### src/rtl/organ_pkg.sv
`default_nettype none

package organ_pkg;

  // ========================================
  // Tone tables
  // ========================================

  typedef logic [2:0] note_sel_t;
  typedef logic [15:0] half_period_t;
  typedef logic signed [7:0] sample_t;

  // Divider count per half period, DO first
  localparam half_period_t note_half_period [0:7] = '{
    16'hBAB9,
    16'hA65D,
    16'h9430,
    16'h8BE8,
    16'h7CB8,
    16'h6EF9,
    16'h62F1,
    16'h5D5D
  };

  // Note frequency in Hz as four BCD digits
  localparam logic [15:0] note_freq_bcd [0:7] = '{
    16'h0523,
    16'h0587,
    16'h0659,
    16'h0698,
    16'h0783,
    16'h0880,
    16'h0987,
    16'h1046
  };

  localparam sample_t sample_high = 8'sh7F;
  // Also the silent level
  localparam sample_t sample_low = 8'sh80;

  // ========================================
  // Speed control
  // ========================================

  typedef enum logic [1:0] {
    op_up,
    op_down,
    op_reset
  } speed_op_e;

  typedef logic signed [15:0] speed_t;

  localparam speed_t speed_step = 16'sd100;
  localparam logic [15:0] default_sample_count = 16'd12499;

  // Command FIFO geometry
  localparam int fifo_depth = 4;
  typedef logic [$clog2(fifo_depth)-1:0] fifo_ptr_t;
  typedef logic [$clog2(fifo_depth+1)-1:0] fifo_count_t;

  // Ten repeats per second at 50 MHz
  localparam logic [31:0] default_repeat_cycles = 32'd5_000_000;

endpackage

`default_nettype wire
### src/rtl/basic_organ.sv
`timescale 1ns/1ns
`default_nettype none

module basic_organ #(
  parameter logic [31:0] REPEAT_CYCLES = organ_pkg::default_repeat_cycles
) (
  input  wire logic                 CLK_50M,
  input  wire logic                 rst_n,
  input  wire organ_pkg::note_sel_t note_sel,
  input  wire logic                 audio_en,
  input  wire logic                 key_up_n,
  input  wire logic                 key_down_n,
  input  wire logic                 key_reset_n,
  output organ_pkg::sample_t        audio_sample,
  output logic [15:0]               freq_bcd,
  output logic [15:0]               sample_count
);

  // Speed command path
  logic                 cmd_req;
  logic                 cmd_ack;
  organ_pkg::speed_op_e cmd_op;
  logic                 out_req;
  logic                 out_ack;
  organ_pkg::speed_op_e out_op;

  tone_generator tone_gen (
    .CLK_50M      (CLK_50M),
    .rst_n        (rst_n),
    .note_sel     (note_sel),
    .audio_en     (audio_en),
    .audio_sample (audio_sample),
    .freq_bcd     (freq_bcd)
  );

  key_command_source #(
    .REPEAT_CYCLES (REPEAT_CYCLES)
  ) key_src (
    .CLK_50M     (CLK_50M),
    .rst_n       (rst_n),
    .key_up_n    (key_up_n),
    .key_down_n  (key_down_n),
    .key_reset_n (key_reset_n),
    .cmd_req     (cmd_req),
    .cmd_op      (cmd_op),
    .cmd_ack     (cmd_ack)
  );

  command_fifo cmd_fifo (
    .CLK_50M (CLK_50M),
    .rst_n   (rst_n),
    .cmd_req (cmd_req),
    .cmd_op  (cmd_op),
    .cmd_ack (cmd_ack),
    .out_req (out_req),
    .out_op  (out_op),
    .out_ack (out_ack)
  );

  speed_control speed_ctl (
    .CLK_50M      (CLK_50M),
    .rst_n        (rst_n),
    .out_req      (out_req),
    .out_op       (out_op),
    .out_ack      (out_ack),
    .sample_count (sample_count)
  );

endmodule

`default_nettype wire

### src/rtl/speed_control.sv
`timescale 1ns/1ns
`default_nettype none

module speed_control (
  input  wire logic                  CLK_50M,
  input  wire logic                  rst_n,
  input  wire logic                  out_req,
  input  wire organ_pkg::speed_op_e  out_op,
  output logic                       out_ack,
  output logic [15:0]                sample_count
);

  organ_pkg::speed_t speed;
  organ_pkg::speed_t speed_next;
  logic              accept;

  // New request seen while ack is still low
  assign accept = out_req && !out_ack;

  always_comb
  begin
    case (out_op)
      organ_pkg::op_up:    speed_next = speed + organ_pkg::speed_step;
      organ_pkg::op_down:  speed_next = speed - organ_pkg::speed_step;
      organ_pkg::op_reset: speed_next = '0;
      default:             speed_next = speed;
    endcase
  end

  // ========================================
  // Speed register and sampling count
  // ========================================

  always_ff @(posedge CLK_50M)
  begin
    if (!rst_n)
    begin
      out_ack      <= 1'b0;
      speed        <= '0;
      sample_count <= organ_pkg::default_sample_count;
    end
    else if (accept)
    begin
      // Update lands on the same edge as the ack
      out_ack      <= 1'b1;
      speed        <= speed_next;
      sample_count <= organ_pkg::default_sample_count + $unsigned(speed_next);
    end
    else if (!out_req)
    begin
      out_ack <= 1'b0;
    end
  end

endmodule

`default_nettype wire

### src/rtl/command_fifo.sv
`timescale 1ns/1ns
`default_nettype none

module command_fifo (
  input  wire logic                  CLK_50M,
  input  wire logic                  rst_n,
  input  wire logic                  cmd_req,
  input  wire organ_pkg::speed_op_e  cmd_op,
  output logic                       cmd_ack,
  output logic                       out_req,
  output organ_pkg::speed_op_e       out_op,
  input  wire logic                  out_ack
);

  organ_pkg::speed_op_e   mem [organ_pkg::fifo_depth];
  organ_pkg::fifo_ptr_t   wr_ptr;
  organ_pkg::fifo_ptr_t   rd_ptr;
  organ_pkg::fifo_count_t count;
  logic                   full;
  logic                   empty;
  logic                   push;
  logic                   pop;
  logic                   launch;

  assign full  = (count == organ_pkg::fifo_count_t'(organ_pkg::fifo_depth));
  assign empty = (count == '0);

  // Take a new request only while an entry is free
  assign push = cmd_req && !cmd_ack && !full;
  // Pop once the consumer has taken the head
  assign pop = out_req && out_ack;
  // Present the head after the previous ack has dropped
  assign launch = !out_req && !out_ack && !empty;

  // ========================================
  // Storage and pointers
  // ========================================

  always_ff @(posedge CLK_50M)
  begin
    if (push)
      mem[wr_ptr] <= cmd_op;
  end

  always_ff @(posedge CLK_50M)
  begin
    if (!rst_n)
    begin
      wr_ptr <= '0;
      rd_ptr <= '0;
      count  <= '0;
    end
    else
    begin
      if (push)
        wr_ptr <= wr_ptr + 1'b1;
      if (pop)
        rd_ptr <= rd_ptr + 1'b1;
      if (push && !pop)
        count <= count + 1'b1;
      else if (pop && !push)
        count <= count - 1'b1;
    end
  end

  // Slave side, ack follows req
  always_ff @(posedge CLK_50M)
  begin
    if (!rst_n)
      cmd_ack <= 1'b0;
    else if (push)
      cmd_ack <= 1'b1;
    else if (!cmd_req)
      cmd_ack <= 1'b0;
  end

  // Master side
  always_ff @(posedge CLK_50M)
  begin
    if (!rst_n)
      out_req <= 1'b0;
    else if (launch)
    begin
      out_req <= 1'b1;
      out_op  <= mem[rd_ptr];
    end
    else if (pop)
      out_req <= 1'b0;
  end

endmodule

`default_nettype wire

### src/rtl/key_command_source.sv
`timescale 1ns/1ns
`default_nettype none

module key_command_source #(
  parameter logic [31:0] REPEAT_CYCLES = organ_pkg::default_repeat_cycles
) (
  input  wire logic              CLK_50M,
  input  wire logic              rst_n,
  input  wire logic              key_up_n,
  input  wire logic              key_down_n,
  input  wire logic              key_reset_n,
  output logic                   cmd_req,
  output organ_pkg::speed_op_e   cmd_op,
  input  wire logic              cmd_ack
);

  typedef enum logic [1:0] {
    st_idle,
    st_req_high,
    st_wait_ack_low
  } state_e;

  // Bit 0 up, bit 1 down, bit 2 reset, all active high here
  logic [2:0]           key_meta;
  logic [2:0]           key_sync;
  logic [2:0]           key_prev;
  logic [2:0]           key_press;
  logic [31:0]          rep_cnt;
  logic                 rep_tick;
  logic                 hold_updown;
  logic                 event_valid;
  organ_pkg::speed_op_e event_op;
  state_e               state;

  always_ff @(posedge CLK_50M)
  begin
    if (!rst_n)
    begin
      key_meta <= '0;
      key_sync <= '0;
      key_prev <= '0;
    end
    else
    begin
      key_meta <= ~{key_reset_n, key_down_n, key_up_n};
      key_sync <= key_meta;
      key_prev <= key_sync;
    end
  end

  assign key_press = key_sync & ~key_prev;

  // Repeats only for up or down, and not while reset is held
  assign hold_updown = (key_sync[0] | key_sync[1]) & ~key_sync[2];
  assign rep_tick    = hold_updown && (rep_cnt == REPEAT_CYCLES - 32'd1);

  always_ff @(posedge CLK_50M)
  begin
    if (!rst_n)
      rep_cnt <= '0;
    else if (!hold_updown || key_press[0] || key_press[1] || rep_tick)
      rep_cnt <= '0;
    else
      rep_cnt <= rep_cnt + 32'd1;
  end

  // Reset first, then up, then down
  always_comb
  begin
    event_valid = 1'b1;
    event_op    = organ_pkg::op_up;
    if (key_press[2])
      event_op = organ_pkg::op_reset;
    else if (key_press[0] || (rep_tick && key_sync[0]))
      event_op = organ_pkg::op_up;
    else if (key_press[1] || (rep_tick && key_sync[1]))
      event_op = organ_pkg::op_down;
    else
      event_valid = 1'b0;
  end

  // ========================================
  // Four-phase requester
  // ========================================

  // Events arriving outside st_idle are dropped
  always_ff @(posedge CLK_50M)
  begin
    if (!rst_n)
    begin
      state   <= st_idle;
      cmd_req <= 1'b0;
    end
    else
    begin
      case (state)
        st_idle:
          if (event_valid)
          begin
            cmd_op  <= event_op;
            cmd_req <= 1'b1;
            state   <= st_req_high;
          end
        st_req_high:
          if (cmd_ack)
          begin
            cmd_req <= 1'b0;
            state   <= st_wait_ack_low;
          end
        st_wait_ack_low:
          if (!cmd_ack)
            state <= st_idle;
        default:
          state <= st_idle;
      endcase
    end
  end

endmodule

`default_nettype wire

### src/rtl/tone_generator.sv
`timescale 1ns/1ns
`default_nettype none

module tone_generator (
  input  wire logic                 CLK_50M,
  input  wire logic                 rst_n,
  input  wire organ_pkg::note_sel_t note_sel,
  input  wire logic                 audio_en,
  output organ_pkg::sample_t        audio_sample,
  output logic [15:0]               freq_bcd
);

  organ_pkg::note_sel_t     note_q;
  organ_pkg::half_period_t  half_period;
  organ_pkg::half_period_t  div_cnt;
  logic                     wave;
  logic                     note_changed;

  // Table lookup for the selected note
  assign half_period  = organ_pkg::note_half_period[note_sel];
  assign note_changed = (note_sel != note_q);

  // ========================================
  // Square wave divider
  // ========================================

  always_ff @(posedge CLK_50M)
  begin
    if (!rst_n)
    begin
      note_q  <= '0;
      div_cnt <= '0;
      wave    <= 1'b0;
    end
    else if (note_changed)
    begin
      // New note restarts with the wave low
      note_q  <= note_sel;
      div_cnt <= '0;
      wave    <= 1'b0;
    end
    else if (div_cnt == half_period - 16'd1)
    begin
      div_cnt <= '0;
      wave    <= ~wave;
    end
    else
    begin
      div_cnt <= div_cnt + 16'd1;
    end
  end

  // Gated sample and frequency readout
  always_ff @(posedge CLK_50M)
  begin
    if (!rst_n)
    begin
      audio_sample <= organ_pkg::sample_low;
      freq_bcd     <= organ_pkg::note_freq_bcd[0];
    end
    else
    begin
      audio_sample <= (audio_en && wave) ? organ_pkg::sample_high : organ_pkg::sample_low;
      freq_bcd     <= organ_pkg::note_freq_bcd[note_sel];
    end
  end

endmodule

`default_nettype wire

### config.mk
export PLATFORM = sky130hd
export DESIGN_NAME = basic_organ
export DESIGN_NICKNAME = d
export VERILOG_FILES = /design/src/rtl/organ_pkg.sv /design/src/rtl/basic_organ.sv /design/src/rtl/speed_control.sv /design/src/rtl/command_fifo.sv /design/src/rtl/key_command_source.sv /design/src/rtl/tone_generator.sv
export SDC_FILE = /design/constraint.sdc
export NUM_CORES = 1
export LEC_CHECK = 0
export ABC_AREA = 0
export BUFFER_PORTS_ARGS = -buffer_cell sky130_fd_sc_hd__buf_2
export CELL_PAD_IN_SITES_DETAIL_PLACEMENT = 0
export CELL_PAD_IN_SITES_GLOBAL_PLACEMENT = 1
export CORE_MARGIN = 3
export CORE_UTILIZATION = 25
export DETAILED_ROUTE_END_ITERATION = 10
export HOLD_SLACK_MARGIN = 0.06
export MAX_ROUTING_LAYER = met4
export PLACE_DENSITY = 0.46
export SYNTH_ARGS = -nofsm -noshare
export SYNTH_HDL_FRONTEND = slang
export SYNTH_HIERARCHICAL = 1
export SYNTH_SLANG_ARGS = --single-unit
### constraint.sdc
create_clock -name CLK_50M -period 3.4 [get_ports CLK_50M]
set_clock_uncertainty 0.15 [all_clocks]
set_input_delay 0.34 -clock CLK_50M [delete_from_list [all_inputs] [get_ports CLK_50M]]
set_output_delay 0.34 -clock CLK_50M [all_outputs]
set_load 0.01 [all_outputs]
# == Word level (Yosys, flattened, before mapping) ==
# Memory sizes are Yosys's and may differ from the RTL's. A register that Yosys moved wholly into a read port is not among the register bits.
# Cells that the tools add are included.
# word_totals
output_inout_bits,40
mem_bits_rw,8
reg_bits,116
mem_count,3
elab_cells,122
inputBits,9
romBits,256
# classes
reduce_logical,40
n_eq_ne,13
n_mux,26
bitwise,9
n_lt_le_gt_ge,1
addsub,10
# mem_list
name,words,width,read_ports,rd_clocked_by_memory_dff,wr,line_no,source
(name not given),8,16,1,0,0,tone_generator.sv:20,assign half_period = organ_pkg::note_half_period[note_sel];
(name not given),8,16,1,1,0,tone_generator.sv:64,freq_bcd <= organ_pkg::note_freq_bcd[note_sel];
cmd_fifo.mem,4,2,1,1,1,command_fifo.sv:15,organ_pkg::speed_op_e mem [organ_pkg::fifo_depth];
# op_table
operator,count
16-bit one-hot mux with 3 select lines,1
"32-bit by 1-bit adder with 32-bit output, second input constant",1
"32-bit by 23-bit equality test with 1-bit output, second input constant",1
16-bit 2-to-1 mux,2
"14-bit by 16-bit adder with 16-bit output, first input constant",1
"16-bit by 1-bit adder with 16-bit output, second input constant",1
"16-bit by 8-bit adder with 16-bit output, second input constant",1
16-bit equality test,1
"16-bit by 1-bit subtractor with 16-bit output, second input constant",1
"16-bit by 8-bit subtractor with 16-bit output, second input constant",1
1-bit 2-to-1 mux,14
1-bit logical AND,12
1-bit zero test,9
3-bit AND reduction,3
2-bit 2-to-1 mux,4
8-bit 2-to-1 mux,1
"2-bit by 1-bit != test with 1-bit output, second input constant",4
3-bit 2-to-1 mux,2
3-bit NOT,2
2-bit one-hot mux with 3 select lines,1
2-bit nonzero test,3
2-bit OR reduction,3
1-bit logical OR,5
"2-bit by 1-bit adder with 2-bit output, second input constant",2
18 further kinds,23

# == Depth between registers and ports, before layout ==
# Gate-level depths: netlist of the first run.
# logic_depth
word_depth,10
depth_mapped,14
mapped_depth_nobuf,12

# == Hierarchy ==
# Netlist of the first run, hierarchy kept.
# modules_own_cells
module,n_inst,area_each_um2,cells_each,seq_area_each_um2
speed_control,1,2522.4,323,660.6
key_command_source,1,2205.9,239,940.9
tone_generator,1,2143.3,232,680.7
command_fifo,1,854.6,65,480.5

# == Worst setup path before layout of the first run ==
# No wires, ideal clock.
# synth_path
kind,register to register
startpoint,register cmd_fifo.out_op[1] (read register of cmd_fifo.mem)
endpoint,register speed_ctl.sample_count[15]
t_required_ps,3187
arrival_time_ps,2750
path_stages_with_launch,14
setup_time_ps,63
synth_period_minus_slack_ps,2963
n_path_buf,1
path_slack_ps,437
cell_sequence,edfxtp_1 > nand2b_4 > buf_8 > xnor2_1 > ha_1 > nor2_1 > o21ai_4 > a311oi_1 > xnor2_1 > a221o_1 > a21oi_4 > a211o_1 > a211oi_1 > nand3b_1
# synth_between
elab_chain_cells,3
word_cells_on_any_way,5
classes_between,1 x add/sub; 2 x eq/ne; 1 x mux; 1 x reduce/logical
# synth_rtl
element,line_no,source
from (decl),command_fifo.sv:11,"output organ_pkg::speed_op_e out_op,"
"2-bit equality test, or another cell as far along",speed_control.sv:22,case (out_op)
16-bit one-hot mux with 3 select lines (*),speed_control.sv:22,
14-bit by 16-bit adder with 16-bit output (*),speed_control.sv:47,sample_count <= organ_pkg::default_sample_count + $unsigned(speed_next);
to (signal assigned),speed_control.sv:40,sample_count <= organ_pkg::default_sample_count;
to (signal assigned),speed_control.sv:47,
to (decl),speed_control.sv:10,output logic [15:0] sample_count
# Mark *: on every way between the ends. The rest lies on a longest branch, timed or not.
# A chain may end at the register's enable or synchronous reset.

# == Worst setup path after layout of the first run ==
# Ends and elaborated chain as after synthesis.

==> results of run 1 <==
## final cells by class
class | count | area, um^2
Sequential cell | 132 | 2760
Clock buffer | 19 | 454
Timing Repair Buffer | 80 | 510
Inverter | 28 | 108
Tap cell | 390 | 488
Fill cell | 3210 | 21100
Multi-Input combinational cell | 636 | 4500
Clock inverter | 13 | 146
## state kept, by name (all words and copies together) (netlist names), 2 cells and up
register / count
cmd_fifo/count: 3
tone_gen/note_q: 3
tone_gen/freq_bcd: 12
key_src/key_meta: 3
speed_ctl/sample_count: 16
tone_gen/audio_sample: 2
cmd_fifo/mem: 8
key_src/cmd_op: 2
speed_ctl/speed: 16
key_src/key_sync: 3
cmd_fifo/out_op: 2
key_src/key_prev: 3
cmd_fifo/wr_ptr: 2
cmd_fifo/rd_ptr: 2
key_src/state: 2
tone_gen/div_cnt: 16
key_src/rep_cnt: 32
## logic make-up after synthesis
family | share of synthesized area
other | 0.000485
DFF | 0.358
adders and majority gates | 0.0382
AOI/OAI and AO/OA | 0.164
and+or+nand+nor | 0.279
buffers and inverters | 0.0653
xor gates and xnor gates | 0.0724
muxes | 0.0230
## worst max-delay path: cells and delay by family, from the launching register on
kind	cells	cell delay, ns
AND/OR/NAND/NOR	4	0.53
XOR/XNOR	1	0.16
adder cells (fa/ha/maj)	1	0.27
AO/OA/AOI/OAI	6	1.59
flip-flops	1	0.38
## what timing repair did
action | in CTS | in global routing
endpoints found under the setup margin | 0 | 6
hold buffers | 4 | 0
resized for setup | 0 | 2
endpoints found under the hold margin | 4 | 0
## cells in the mapped netlist (9+ instances only)
| cell type | instances |
|---|---|
| sky130_fd_sc_hd__inv_1 | 27 |
| sky130_fd_sc_hd__a211oi_1 | 17 |
| sky130_fd_sc_hd__o211ai_1 | 9 |
| sky130_fd_sc_hd__o31ai_1 | 15 |
| sky130_fd_sc_hd__nor3_1 | 32 |
| sky130_fd_sc_hd__a21oi_1 | 39 |
| sky130_fd_sc_hd__mux2i_1 | 11 |
| sky130_fd_sc_hd__or4_1 | 14 |
| sky130_fd_sc_hd__nand3_1 | 37 |
| sky130_fd_sc_hd__dfxtp_1 | 120 |
| sky130_fd_sc_hd__o21ai_0 | 23 |
| sky130_fd_sc_hd__xnor2_1 | 34 |
| sky130_fd_sc_hd__buf_2 | 15 |
| sky130_fd_sc_hd__nand2_1 | 58 |
| sky130_fd_sc_hd__edfxtp_1 | 12 |
| sky130_fd_sc_hd__ha_1 | 22 |
| sky130_fd_sc_hd__xor2_1 | 28 |
| sky130_fd_sc_hd__buf_4 | 11 |
| sky130_fd_sc_hd__and3_1 | 15 |
| sky130_fd_sc_hd__and2_1 | 22 |
| sky130_fd_sc_hd__nand4_1 | 21 |
| sky130_fd_sc_hd__nor2_1 | 69 |
| sky130_fd_sc_hd__nor2b_1 | 13 |
| sky130_fd_sc_hd__clkbuf_1 | 24 |
## power by group
| group | total [mW] | internal [mW] | switching [mW] |
|---|---|---|---|
| logic | 1.89 | 0.781 | 1.11 |
| registers | 1.94 | 1.74 | 0.197 |
| clock network | 1.88 | 1.13 | 0.741 |
| total | 5.71 | 3.66 | 2.05 |
## metal layers
layer / wire length [um] / up-vias / part of all wire / track usage
met5: 0 / - / 0 / -
li1: - / 3177 / - / -
met3: 455 / 14 / 0.022 / 0.0216
met1: 10000 / 2991 / 0.49 / 0.169
met2: 9590 / 63 / 0.47 / 0.202
met4: 171 / 0 / 0.0085 / 0.0314
## how the worst max path moves through the flow
stage | start | to | cells after the start
4_1_cts | cmd_fifo/out_op[1]$_DFFE_PP_ | speed_ctl/sample_count[10]$_SDFFE_PN0P_ | 13
6_report | cmd_fifo/out_op[1]$_DFFE_PP_ | speed_ctl/sample_count[15]$_SDFFE_PN0P_ | 12
3_3_place_gp | note_sel[0] | tone_gen/wave$_SDFFE_PP0N_ | 12
5_1_grt | cmd_fifo/out_op[1]$_DFFE_PP_ | speed_ctl/sample_count[14]$_SDFFE_PN0P_ | 13
3_5_place_dp | note_sel[0] | tone_gen/wave$_SDFFE_PP0N_ | 12
2_1_floorplan | cmd_fifo/out_op[1]$_DFFE_PP_ | speed_ctl/sample_count[15]$_SDFFE_PN0P_ | 13
## metrics by stage
| stage | power [mW] | worst slack (ns) | cells | utilization | hold WS, ns |
|---|---|---|---|---|---|
| after floorplan | 3.29 | 0.437 | 861 | - | 0.262 |
| after global placement | 3.89 | 0.0488 | 1262 | 0.277 | 0.270 |
| after detailed placement | 3.86 | 0.0576 | 1262 | 0.277 | 0.269 |
| after CTS | 5.78 | 0.179 | 1298 | 0.298 | 0.139 |
| after global routing | 6.09 | 0.0398 | 1298 | 0.299 | 0.152 |
| final | 5.71 | 0.269 | 1298 | 0.299 | 0.155 |
==> qor.log, run 1 <==
INFO  routing        avgRoutedWirePerCell=15.6um
INFO  worst_setup_path worst-r2r-cell-count=12
INFO  synth          synth_async_sr_flop_share=0
INFO  timing         worst_slew_margin_rel=0.317
INFO  clock_network  clock_transition_at_the_registers_of_the_reported_paths=0.07ns
INFO  place          placement.io_buffers=45
INFO  synth          synth_largest_type_area_fraction=0.311
INFO  pwr            power.static_leakage=3.29nW
INFO  place          postPlaceCellArea=8310um^2
INFO  synth          synth_seq_area_share=0.358
INFO  place          gp_congestion=0.752
INFO  timing         period_share=0.921
INFO  synth          postSynthRegisterBits=132
INFO  timing         worst_margin_pin_slew=1.02ns
INFO  clock_network  clock-root-buffer=sky130_fd_sc_hd__clkbuf_16
INFO  clock_network  h-tree-depth=4
INFO  min_path       min-delay-path-class=input pin to flip-flop
INFO  worst_setup_path cp_max_fo=7
INFO  global_route   global_route.overflow_total=0
INFO  worst_setup_path r2r-start=cmd_fifo/out_op[1]$_DFFE_PP_
INFO  clock_network  ctsLongestPathBuffers=2
INFO  global_route   grt_pass1_wl=33500um
INFO  layout         layout_commonest_cell=sky130_fd_sc_hd__dfxtp_1
INFO  timing         final_hold_viol_count=0
INFO  synth          cell_type_contributing_the_most_total_cell_area_after_synthesis=sky130_fd_sc_hd__dfxtp_1
INFO  worst_setup_path cp_launch_type=flip-flop
INFO  worst_setup_path cp-end-kind=flip-flop
INFO  global_route   grt_antenna_before_repair=0
INFO  synth          synth-warning-count=6
INFO  timing         timing_max_transition_violations_final=0
INFO  synth          synth_cell_types=109
INFO  floorplanning  initial_core_util=0.257
INFO  routing        wirelength=20200um
INFO  floorplanning  io_pins=49
INFO  routing        via_count=6245
INFO  worst_setup_path slowest_delay=0.43ns
INFO  worst_setup_path type_of_the_worst_setup_path=flip-flop to flip-flop
INFO  global_route   via_count_of_the_first_global_routing_pass=6067
INFO  timing         tns=0ns
INFO  timing         grt_setup_unrepaired=false
INFO  layout         flow.area_growth_from_synthesis=16.0%
INFO  layout         finish.net_count=927
INFO  global_route   grt_max_degree=35
INFO  layout         mostFrequentLayoutCells=120 x sky130_fd_sc_hd__dfxtp_1, 69 x sky130_fd_sc_hd__nor2_1, 58 x sky130_fd_sc_hd__nand2_1, 45 x sky130_fd_sc_hd__buf_2, 39 x sky130_fd_sc_hd__a21oi_1
INFO  clock_network  tritoncts=built
INFO  synth          synth_area=7730um^2
INFO  routing        drtPass1Iterations=4
INFO  routing        detail_route.drc_violations=0
INFO  timing         min_period=3.13ns
INFO  job            cap_viol_max_count=0
INFO  pwr            pwr_cell_area=637nW/um^2
INFO  clock_network  cts_inserted_buffers=17
INFO  clock_network  insertion_delay=0.42ns
INFO  worst_setup_path reg2reg_slack=0.27ns
INFO  outcome        status=finished, final reports clean
INFO  pwr            ir_worst_vdd=0.265mV
INFO  floorplanning  placement_rows=63
INFO  worst_setup_path crit_path_top_delay_cell=sky130_fd_sc_hd__a221o_1
INFO  place          place_hpwl=14500um
INFO  floorplanning  fp.coreArea=30000um^2
INFO  layout         drive_gt1_frac=0.189
INFO  synth          synth-edff-count=12
INFO  floorplanning  die-height=182um
INFO  global_route   grt_util_all_layers=0.127
INFO  timing         setup_viol_count_final=0
INFO  worst_setup_path cp_data_arrival_time=3.34ns
INFO  min_path       holdPathEnd=tone_gen/note_q[0]$_SDFFE_PN0P_
INFO  min_path       min_path_cells=2
INFO  synth          post_synth.cell_area_avg=8.99um^2
INFO  routing        first_iter_violations=363
INFO  layout         fin_area=8970um^2
INFO  min_path       holdCritStartpoint=note_sel[0]
INFO  worst_setup_path cell_by_cell_listing_of_the_critical_path=nand2b_4, xnor2_1, ha_1, nor2_1, a21oi_4, o2111ai_1, a221o_1, a22oi_4, nor3_2, a211o_1, a211oi_1, nand3b_1
INFO  routing        postRouteAntennaNets=0
INFO  synth          synth_cells=859
INFO  synth          post_synth_main_area_contributors=sky130_fd_sc_hd__dfxtp_1 31%, sky130_fd_sc_hd__edfxtp_1 4.7%, sky130_fd_sc_hd__xnor2_1 3.9%, sky130_fd_sc_hd__ha_1 3.6%, sky130_fd_sc_hd__nor2_1 3.4%
INFO  worst_setup_path r2r_end=speed_ctl/sample_count[15]$_SDFFE_PN0P_
INFO  routing        routed_via_density=4.81
INFO  floorplanning  die-width=182um
INFO  clock_network  clkSinkCount=132
INFO  worst_setup_path worst_ep_required_time=3.61ns
INFO  timing         fmaxAchievable=319MHz
INFO  clock_network  cts_setup_buffers=0
INFO  floorplanning  die_area=33000um^2
INFO  synth          synth_top_flop_cell=sky130_fd_sc_hd__dfxtp_1
INFO  layout         antenna-diode-count=0
Power figures use the tool's default switching activity.
==> run 2: changes to the inputs <==
ABC_AREA = 1   (was 0)
PLACE_DENSITY = 0.49   (was 0.46)
==> run 2 against run 1 <==
Compared with the run above:
- total power fell by 13%
- global-route usage rose by 0.84 points
- clock power fell by 4%
- worst setup slack improved by 0.074 ns
- non-clock buffer count fell by 20
- die area fell by 0.63%
- register-to-register slack improved by 0.28 ns
- utilization fell by 0.31 points
- count of clock-buffer cells in the layout did not move
- first-iteration DRC count fell by 5.2%
- highest routed layer unchanged
- combinational power fell by 31%
- sequential power fell by 5%
- largest power group unchanged
==> qor.log, run 2 <==
INFO  routing        via_count=6787
INFO  clock_network  cts_hold_buf=5
INFO  timing         fmaxAchievable=327MHz
INFO  pwr            power.static_leakage=3.82nW
INFO  job            cap_viol_max_count=0
INFO  place          cells_after_dpl=1541
INFO  floorplanning  initial_core_util=0.256
INFO  timing         min_period=3.06ns
INFO  synth          yosys.cell_count.top_type=sky130_fd_sc_hd__nand2_1
INFO  synth          post_synth_main_area_contributors=sky130_fd_sc_hd__dfxtp_1 31%, sky130_fd_sc_hd__nand2_1 13%, sky130_fd_sc_hd__inv_1 8.1%, sky130_fd_sc_hd__nor2_1 7.4%, sky130_fd_sc_hd__nand3_1 5.2%
INFO  global_route   grt_max_degree=33
INFO  clock_network  cts_inserted_buffers=17
INFO  place          place_hpwl=16300um
INFO  global_route   grt_util_all_layers=0.136
INFO  global_route   via_count_of_the_first_global_routing_pass=6731
INFO  synth          synth_largest_type_area_fraction=0.313
INFO  pwr            pwr_cell_area=561nW/um^2
INFO  worst_setup_path r2r-start=cmd_fifo/out_op[0]$_DFFE_PP_
INFO  global_route   grt_pass1_wl=34800um
INFO  routing        detail_route.drc_violations=0
INFO  clock_network  clock_transition_at_the_registers_of_the_reported_paths=0.06ns
INFO  synth          main_combinational_cell_family_by_area_after_synthesis=simple AND/OR/NAND/NOR gates
INFO  floorplanning  die-height=181um
INFO  synth          cell_type_contributing_the_most_total_cell_area_after_synthesis=sky130_fd_sc_hd__dfxtp_1
INFO  synth          synth_simple_gate_area_share=0.338
INFO  min_path       holdPathEnd=tone_gen/note_q[1]$_SDFFE_PN0P_
INFO  synth          synth_async_sr_flop_share=0
INFO  layout         drive_gt1_frac=0.126
INFO  synth          synth_top_flop_cell=sky130_fd_sc_hd__dfxtp_1
INFO  synth          synth-warning-count=6
INFO  layout         finish.net_count=1207
INFO  worst_setup_path cp_launch_type=input pin
INFO  timing         tns=0ns
INFO  clock_network  clock-root-buffer=sky130_fd_sc_hd__clkbuf_16
INFO  routing        postRouteAntennaNets=0
INFO  clock_network  insertion_delay=0.42ns
INFO  synth          post_synth.cell_area_avg=6.82um^2
INFO  floorplanning  die-width=181um
INFO  floorplanning  placement_rows=63
INFO  layout         antenna-diode-count=0
INFO  timing         period_share=0.899
INFO  worst_setup_path worst-r2r-cell-count=18
INFO  synth          synth-edff-count=12
INFO  synth          yosys.area_share.xor_xnor=0.0502
INFO  min_path       holdCritStartpoint=note_sel[1]
INFO  timing         timing_max_transition_violations_final=0
INFO  worst_setup_path cp_data_arrival_time=3.20ns
INFO  synth          post_synth_fa_ha_maj_area_fraction=0.0385
INFO  layout         flow.area_growth_from_synthesis=15.3%
INFO  layout         final_util=0.295
INFO  layout         largest_reg_flops=32
INFO  place          placement.io_buffers=45
INFO  layout         mostFrequentLayoutCells=263 x sky130_fd_sc_hd__nand2_1, 165 x sky130_fd_sc_hd__inv_1, 151 x sky130_fd_sc_hd__nor2_1, 120 x sky130_fd_sc_hd__dfxtp_1, 79 x sky130_fd_sc_hd__nand3_1
INFO  worst_setup_path cp_max_fo=16
INFO  routing        drtPass1Iterations=5
INFO  clock_network  tritoncts=built
INFO  routing        wirelength=21200um
INFO  pwr            ir_worst_vdd=0.296mV
INFO  floorplanning  die_area=32800um^2
INFO  floorplanning  fp.coreArea=30000um^2
INFO  clock_network  post_cts_resized=0
INFO  worst_setup_path r2r_end=speed_ctl/sample_count[15]$_SDFFE_PN0P_
INFO  synth          synth_seq_area_share=0.360
INFO  timing         worst_margin_pin_slew=0.843ns
INFO  routing        routed_via_density=4.30
INFO  pwr            design_power_total=4.96mW
INFO  timing         worst_slew_margin_rel=0.438
INFO  clock_network  h-tree-depth=4
INFO  synth          post_synth_mux_area_share=0
INFO  worst_setup_path cp-end-kind=flip-flop
INFO  layout         register_with_the_most_flip_flops=key_src/rep_cnt
INFO  worst_setup_path type_of_the_worst_setup_path=input pin to flip-flop
INFO  synth          synth_cells=1126
INFO  routing        avgRoutedWirePerCell=13.4um
INFO  timing         setup_viol_count_final=0
INFO  outcome        status=finished, final reports clean
INFO  min_path       min_path_cells=3
INFO  synth          postSynthRegisterBits=132
INFO  timing         grt_setup_unrepaired=false
INFO  worst_setup_path reg2reg_slack=0.55ns
INFO  layout         layout_commonest_cell=sky130_fd_sc_hd__nand2_1
INFO  synth          synth.cells.most_frequent=263 x sky130_fd_sc_hd__nand2_1, 165 x sky130_fd_sc_hd__inv_1, 152 x sky130_fd_sc_hd__nor2_1
INFO  global_route   global_route.overflow_total=0
INFO  routing        first_iter_violations=344
INFO  timing         final_hold_viol_count=0
INFO  layout         post_layout_nonfiller_instances=1578
INFO  synth          synth_cell_types=48
INFO  worst_setup_path worst_ep_required_time=3.54ns
INFO  clock_network  clkSinkCount=132
INFO  global_route   grt_antenna_before_repair=0
INFO  clock_network  ctsLongestPathBuffers=2
INFO  floorplanning  io_pins=49
INFO  synth          synth_area=7680um^2
INFO  place          gp_congestion=0.782
INFO  synth          synth_compound_gate_area_share=0.0944
INFO  min_path       min-delay-path-class=input pin to flip-flop
INFO  clock_network  cts_setup_buffers=0
-- run 2: kinds of logic (layout without fill, tap and decap cells) --
logic type      after synthesis  in the layout
simple gates                593            593
buf+inv                     209            269
flops                       132            132
compound gates              124            124
xor+xnor                     44             44
fa+ha+maj                    23             23
other cells                   1              3
-- run 2: critical path, cell delays in order --
cell	delay (ns)
sky130_fd_sc_hd__dlygate4sd3_1	0.52
sky130_fd_sc_hd__buf_2	0.19
sky130_fd_sc_hd__inv_1	0.13
sky130_fd_sc_hd__ha_1	0.21
sky130_fd_sc_hd__inv_1	0.05
sky130_fd_sc_hd__nand2_1	0.09
sky130_fd_sc_hd__nand2_2	0.17
sky130_fd_sc_hd__inv_2	0.06
sky130_fd_sc_hd__ha_1	0.20
sky130_fd_sc_hd__inv_1	0.07
sky130_fd_sc_hd__nand2_1	0.07
sky130_fd_sc_hd__nand3_1	0.09
sky130_fd_sc_hd__nand2_1	0.05
sky130_fd_sc_hd__inv_1	0.04
sky130_fd_sc_hd__nand4_1	0.15
sky130_fd_sc_hd__inv_1	0.08
sky130_fd_sc_hd__nand3_1	0.14
sky130_fd_sc_hd__o21ai_4	0.43
sky130_fd_sc_hd__nor3_1	0.08
-- run 2: power by group --
part | internal (mW) | leakage (nW) | switching, mW
logic | 0.444 | 2.46 | 0.861
registers | 1.72 | 1.09 | 0.132
clock network | 1.04 | 0.271 | 0.773
total | 3.20 | 3.82 | 1.77
-- run 2: layer usage --
layer | share of wire | global-route usage
met3 | 0.020 | 0.0246
met2 | 0.48 | 0.224
met1 | 0.49 | 0.171
met4 | 0.013 | 0.0372
met5 | 0 | -
-- run 2: final cells by class --
type | count | area [um^2]
inverter | 177 | 667
timing repair buffer | 60 | 350
tap | 390 | 488
sequential | 132 | 2760
clock buffer | 19 | 443
multi-input combinational | 787 | 4020
fill | 3361 | 21100
clock inverter | 13 | 125
-- run 2: worst max-delay path by stage --
stage	startpoint	endpoint	depth (start not counted)	slack (ns)
5_1_grt	note_sel[0]	tone_gen/div_cnt[14]$_SDFF_PP0_	19	0.03
4_1_cts	note_sel[0]	tone_gen/div_cnt[13]$_SDFF_PP0_	19	0.29
2_1_floorplan	cmd_fifo/out_op[1]$_DFFE_PP_	speed_ctl/sample_count[15]$_SDFFE_PN0P_	22	0.79
6_report	note_sel[0]	tone_gen/div_cnt[13]$_SDFF_PP0_	19	0.34
3_5_place_dp	note_sel[0]	tone_gen/div_cnt[15]$_SDFF_PP0_	18	0.39
3_3_place_gp	note_sel[0]	tone_gen/div_cnt[15]$_SDFF_PP0_	18	0.44
-- run 2: per-stage QoR --
step | hold WS [ns] | setup WS (ns) | area (um^2)
floorplan | 0.240 | 0.788 | 7680
global placement | 0.251 | 0.443 | 8230
detailed placement | 0.249 | 0.391 | 8230
CTS | 0.0946 | 0.291 | 8850
global route | 0.122 | 0.0301 | 8850
finish | 0.125 | 0.343 | 8850
==> run 3: changes to the inputs <==
RECOVER_POWER = 50   (was unset)
==> run 3 against run 2 <==
Compared with the run above:
- largest power group unchanged
- critical path depth unchanged
- register-to-register slack worse by 0.02 ns
- combinational power hardly changed
==> qor.log, run 3 (synthesis gave the netlist of run 2 again) <==
INFO  floorplanning  die_area=32800um^2
INFO  routing        via_count=6808
INFO  worst_setup_path worst-r2r-cell-count=20
INFO  clock_network  tritoncts=built
INFO  layout         finish.net_count=1207
INFO  global_route   grt_antenna_before_repair=0
INFO  layout         drive_gt1_frac=0.0918
INFO  worst_setup_path worst_ep_required_time=3.54ns
INFO  routing        first_iter_violations=355
INFO  timing         tns=0ns
INFO  place          place_hpwl=16300um
INFO  worst_setup_path crit_path_buffers_inverters=8
INFO  clock_network  clock_transition_at_the_registers_of_the_reported_paths=0.06ns
INFO  layout         largest_reg_flops=32
INFO  clock_network  cts_hold_buf=5
INFO  floorplanning  die-width=181um
INFO  routing        drtPass1Iterations=5
INFO  global_route   via_count_of_the_first_global_routing_pass=6731
INFO  clock_network  cts_setup_buffers=0
INFO  worst_setup_path reg2reg_slack=0.53ns
INFO  clock_network  h-tree-depth=4
INFO  worst_setup_path crit_cells=19
INFO  worst_setup_path r2r_end=speed_ctl/sample_count[14]$_SDFFE_PN0P_
INFO  worst_setup_path cell_by_cell_listing_of_the_critical_path=dlygate4sd3_1, buf_2, inv_1, ha_1, inv_1, nand2_1, nand2_2, inv_2, ha_1, inv_1, nand2_1, nand3_1, nand2_1, inv_1, nand4_1, inv_1, nand3_1, o21ai_4, nor3_1
INFO  layout         register_with_the_most_flip_flops=key_src/rep_cnt
INFO  global_route   global_route.overflow_total=0
INFO  timing         timing_max_transition_violations_final=0
INFO  worst_setup_path cp_data_arrival_time=3.20ns
INFO  clock_network  clock-root-buffer=sky130_fd_sc_hd__clkbuf_16
INFO  routing        routed_via_density=4.31
INFO  floorplanning  initial_core_util=0.256
INFO  worst_setup_path cp_launch_type=input pin
INFO  timing         fmaxAchievable=327MHz
INFO  floorplanning  io_pins=49
INFO  floorplanning  placement_rows=63
INFO  layout         layout_commonest_cell=sky130_fd_sc_hd__nand2_1
INFO  worst_setup_path worstSetupStartpoint=note_sel[0]
INFO  routing        postRouteAntennaNets=0
INFO  clock_network  cts_inserted_buffers=17
INFO  global_route   grt_util_all_layers=0.136
INFO  routing        wirelength=21200um
INFO  clock_network  post_cts_resized=0
INFO  job            cap_viol_max_count=0
INFO  worst_setup_path slowest_delay=0.52ns
INFO  timing         min_period=3.06ns
INFO  worst_setup_path cp_common_cell=sky130_fd_sc_hd__inv_1
INFO  clock_network  clkSinkCount=132
INFO  timing         final_hold_viol_count=0
INFO  clock_network  insertion_delay=0.42ns
INFO  timing         setup_viol_count_final=0
INFO  worst_setup_path crit_path_top_delay_cell=sky130_fd_sc_hd__dlygate4sd3_1
INFO  timing         worst_margin_pin_slew=1.27ns
INFO  pwr            pwr_cell_area=563nW/um^2
INFO  place          gp_congestion=0.782
INFO  global_route   grt_max_degree=33
INFO  pwr            power.static_leakage=3.70nW
INFO  routing        avgRoutedWirePerCell=13.5um
INFO  pwr            ir_worst_vdd=0.297mV
INFO  worst_setup_path cell_family_with_most_cp_delay=buffers and inverters
INFO  place          placement.io_buffers=45
INFO  worst_setup_path cp-end-kind=flip-flop
INFO  worst_setup_path type_of_the_worst_setup_path=input pin to flip-flop
INFO  timing         grt_setup_unrepaired=false
INFO  timing         worst_slew_margin_rel=0.152
INFO  routing        detail_route.drc_violations=0
INFO  worst_setup_path r2r-start=cmd_fifo/out_op[1]$_DFFE_PP_
INFO  global_route   grt_pass1_wl=34800um
INFO  worst_setup_path cp_max_fo=16
INFO  timing         period_share=0.899
INFO  worst_setup_path end_point_of_the_critical_path=tone_gen/div_cnt[13]$_SDFF_PP0_
INFO  min_path       min-delay-path-class=input pin to flip-flop
INFO  layout         mostFrequentLayoutCells=263 x sky130_fd_sc_hd__nand2_1, 167 x sky130_fd_sc_hd__inv_1, 151 x sky130_fd_sc_hd__nor2_1, 120 x sky130_fd_sc_hd__dfxtp_1, 79 x sky130_fd_sc_hd__nand3_1
INFO  layout         flow.area_growth_from_synthesis=14.6%
INFO  floorplanning  fp.coreArea=30000um^2
INFO  floorplanning  die-height=181um
INFO  outcome        status=finished, final reports clean
INFO  layout         post_layout_nonfiller_instances=1578
INFO  clock_network  ctsLongestPathBuffers=2
INFO  layout         antenna-diode-count=0
INFO  place          cells_after_dpl=1541
==> run 3: cell type report <==
type | instances | area [um^2]
well taps | 390 | 488
clock buffers | 19 | 443
clock inverters | 13 | 125
multi-input cells | 787 | 4020
fillers | 3372 | 21200
repair buffers | 60 | 299
inverters | 177 | 667
flip-flops and latches | 132 | 2760
==> run 3: layer usage <==
metal,share of wire,track usage
met1,0.49,0.171
met2,0.47,0.224
met3,0.019,0.0246
met4,0.013,0.0372
met5,0,-
==> run 3: worst min-delay path by stage <==
stage / cells after the start / start / slack [ns] / end
after CTS: 3 / note_sel[1] / 0.09 / tone_gen/note_q[1]$_SDFFE_PN0P_
after global placement: 2 / key_src/key_meta[1]$_SDFF_PN0_ / 0.25 / key_src/key_sync[1]$_SDFF_PN0_
final: 3 / note_sel[1] / 0.12 / tone_gen/note_q[1]$_SDFFE_PN0P_
after floorplan: 2 / key_src/key_meta[0]$_SDFF_PN0_ / 0.24 / key_src/key_sync[0]$_SDFF_PN0_
after detailed placement: 2 / key_src/key_meta[1]$_SDFF_PN0_ / 0.25 / key_src/key_sync[1]$_SDFF_PN0_
after global routing: 3 / note_sel[1] / 0.12 / tone_gen/note_q[1]$_SDFFE_PN0P_
==> run 3: tightest hold or removal path: stages <==
cell and delay, ns:
sky130_fd_sc_hd__buf_2 0.15, sky130_fd_sc_hd__nand2_1 0.12, sky130_fd_sc_hd__inv_1 0.05
==> run 3: through the flow <==
stage	setup slack, ns	power [mW]	cell area (um^2)	util	hold WS (ns)
2_1_floorplan	0.788	2.83	7680	-	0.240
3_3_place_gp	0.443	3.21	8230	0.275	0.251
3_5_place_dp	0.391	3.20	8230	0.275	0.249
4_1_cts	0.291	5.06	8850	0.295	0.0946
5_1_grt	0.0301	5.31	8800	0.294	0.122
6_report	0.343	4.95	8800	0.294	0.125
==> run 3: report_power, final <==
part	internal, mW	switching [mW]
sequential	1.72	0.133
clock	1.04	0.776
combinational	0.427	0.861
total	3.18	1.77
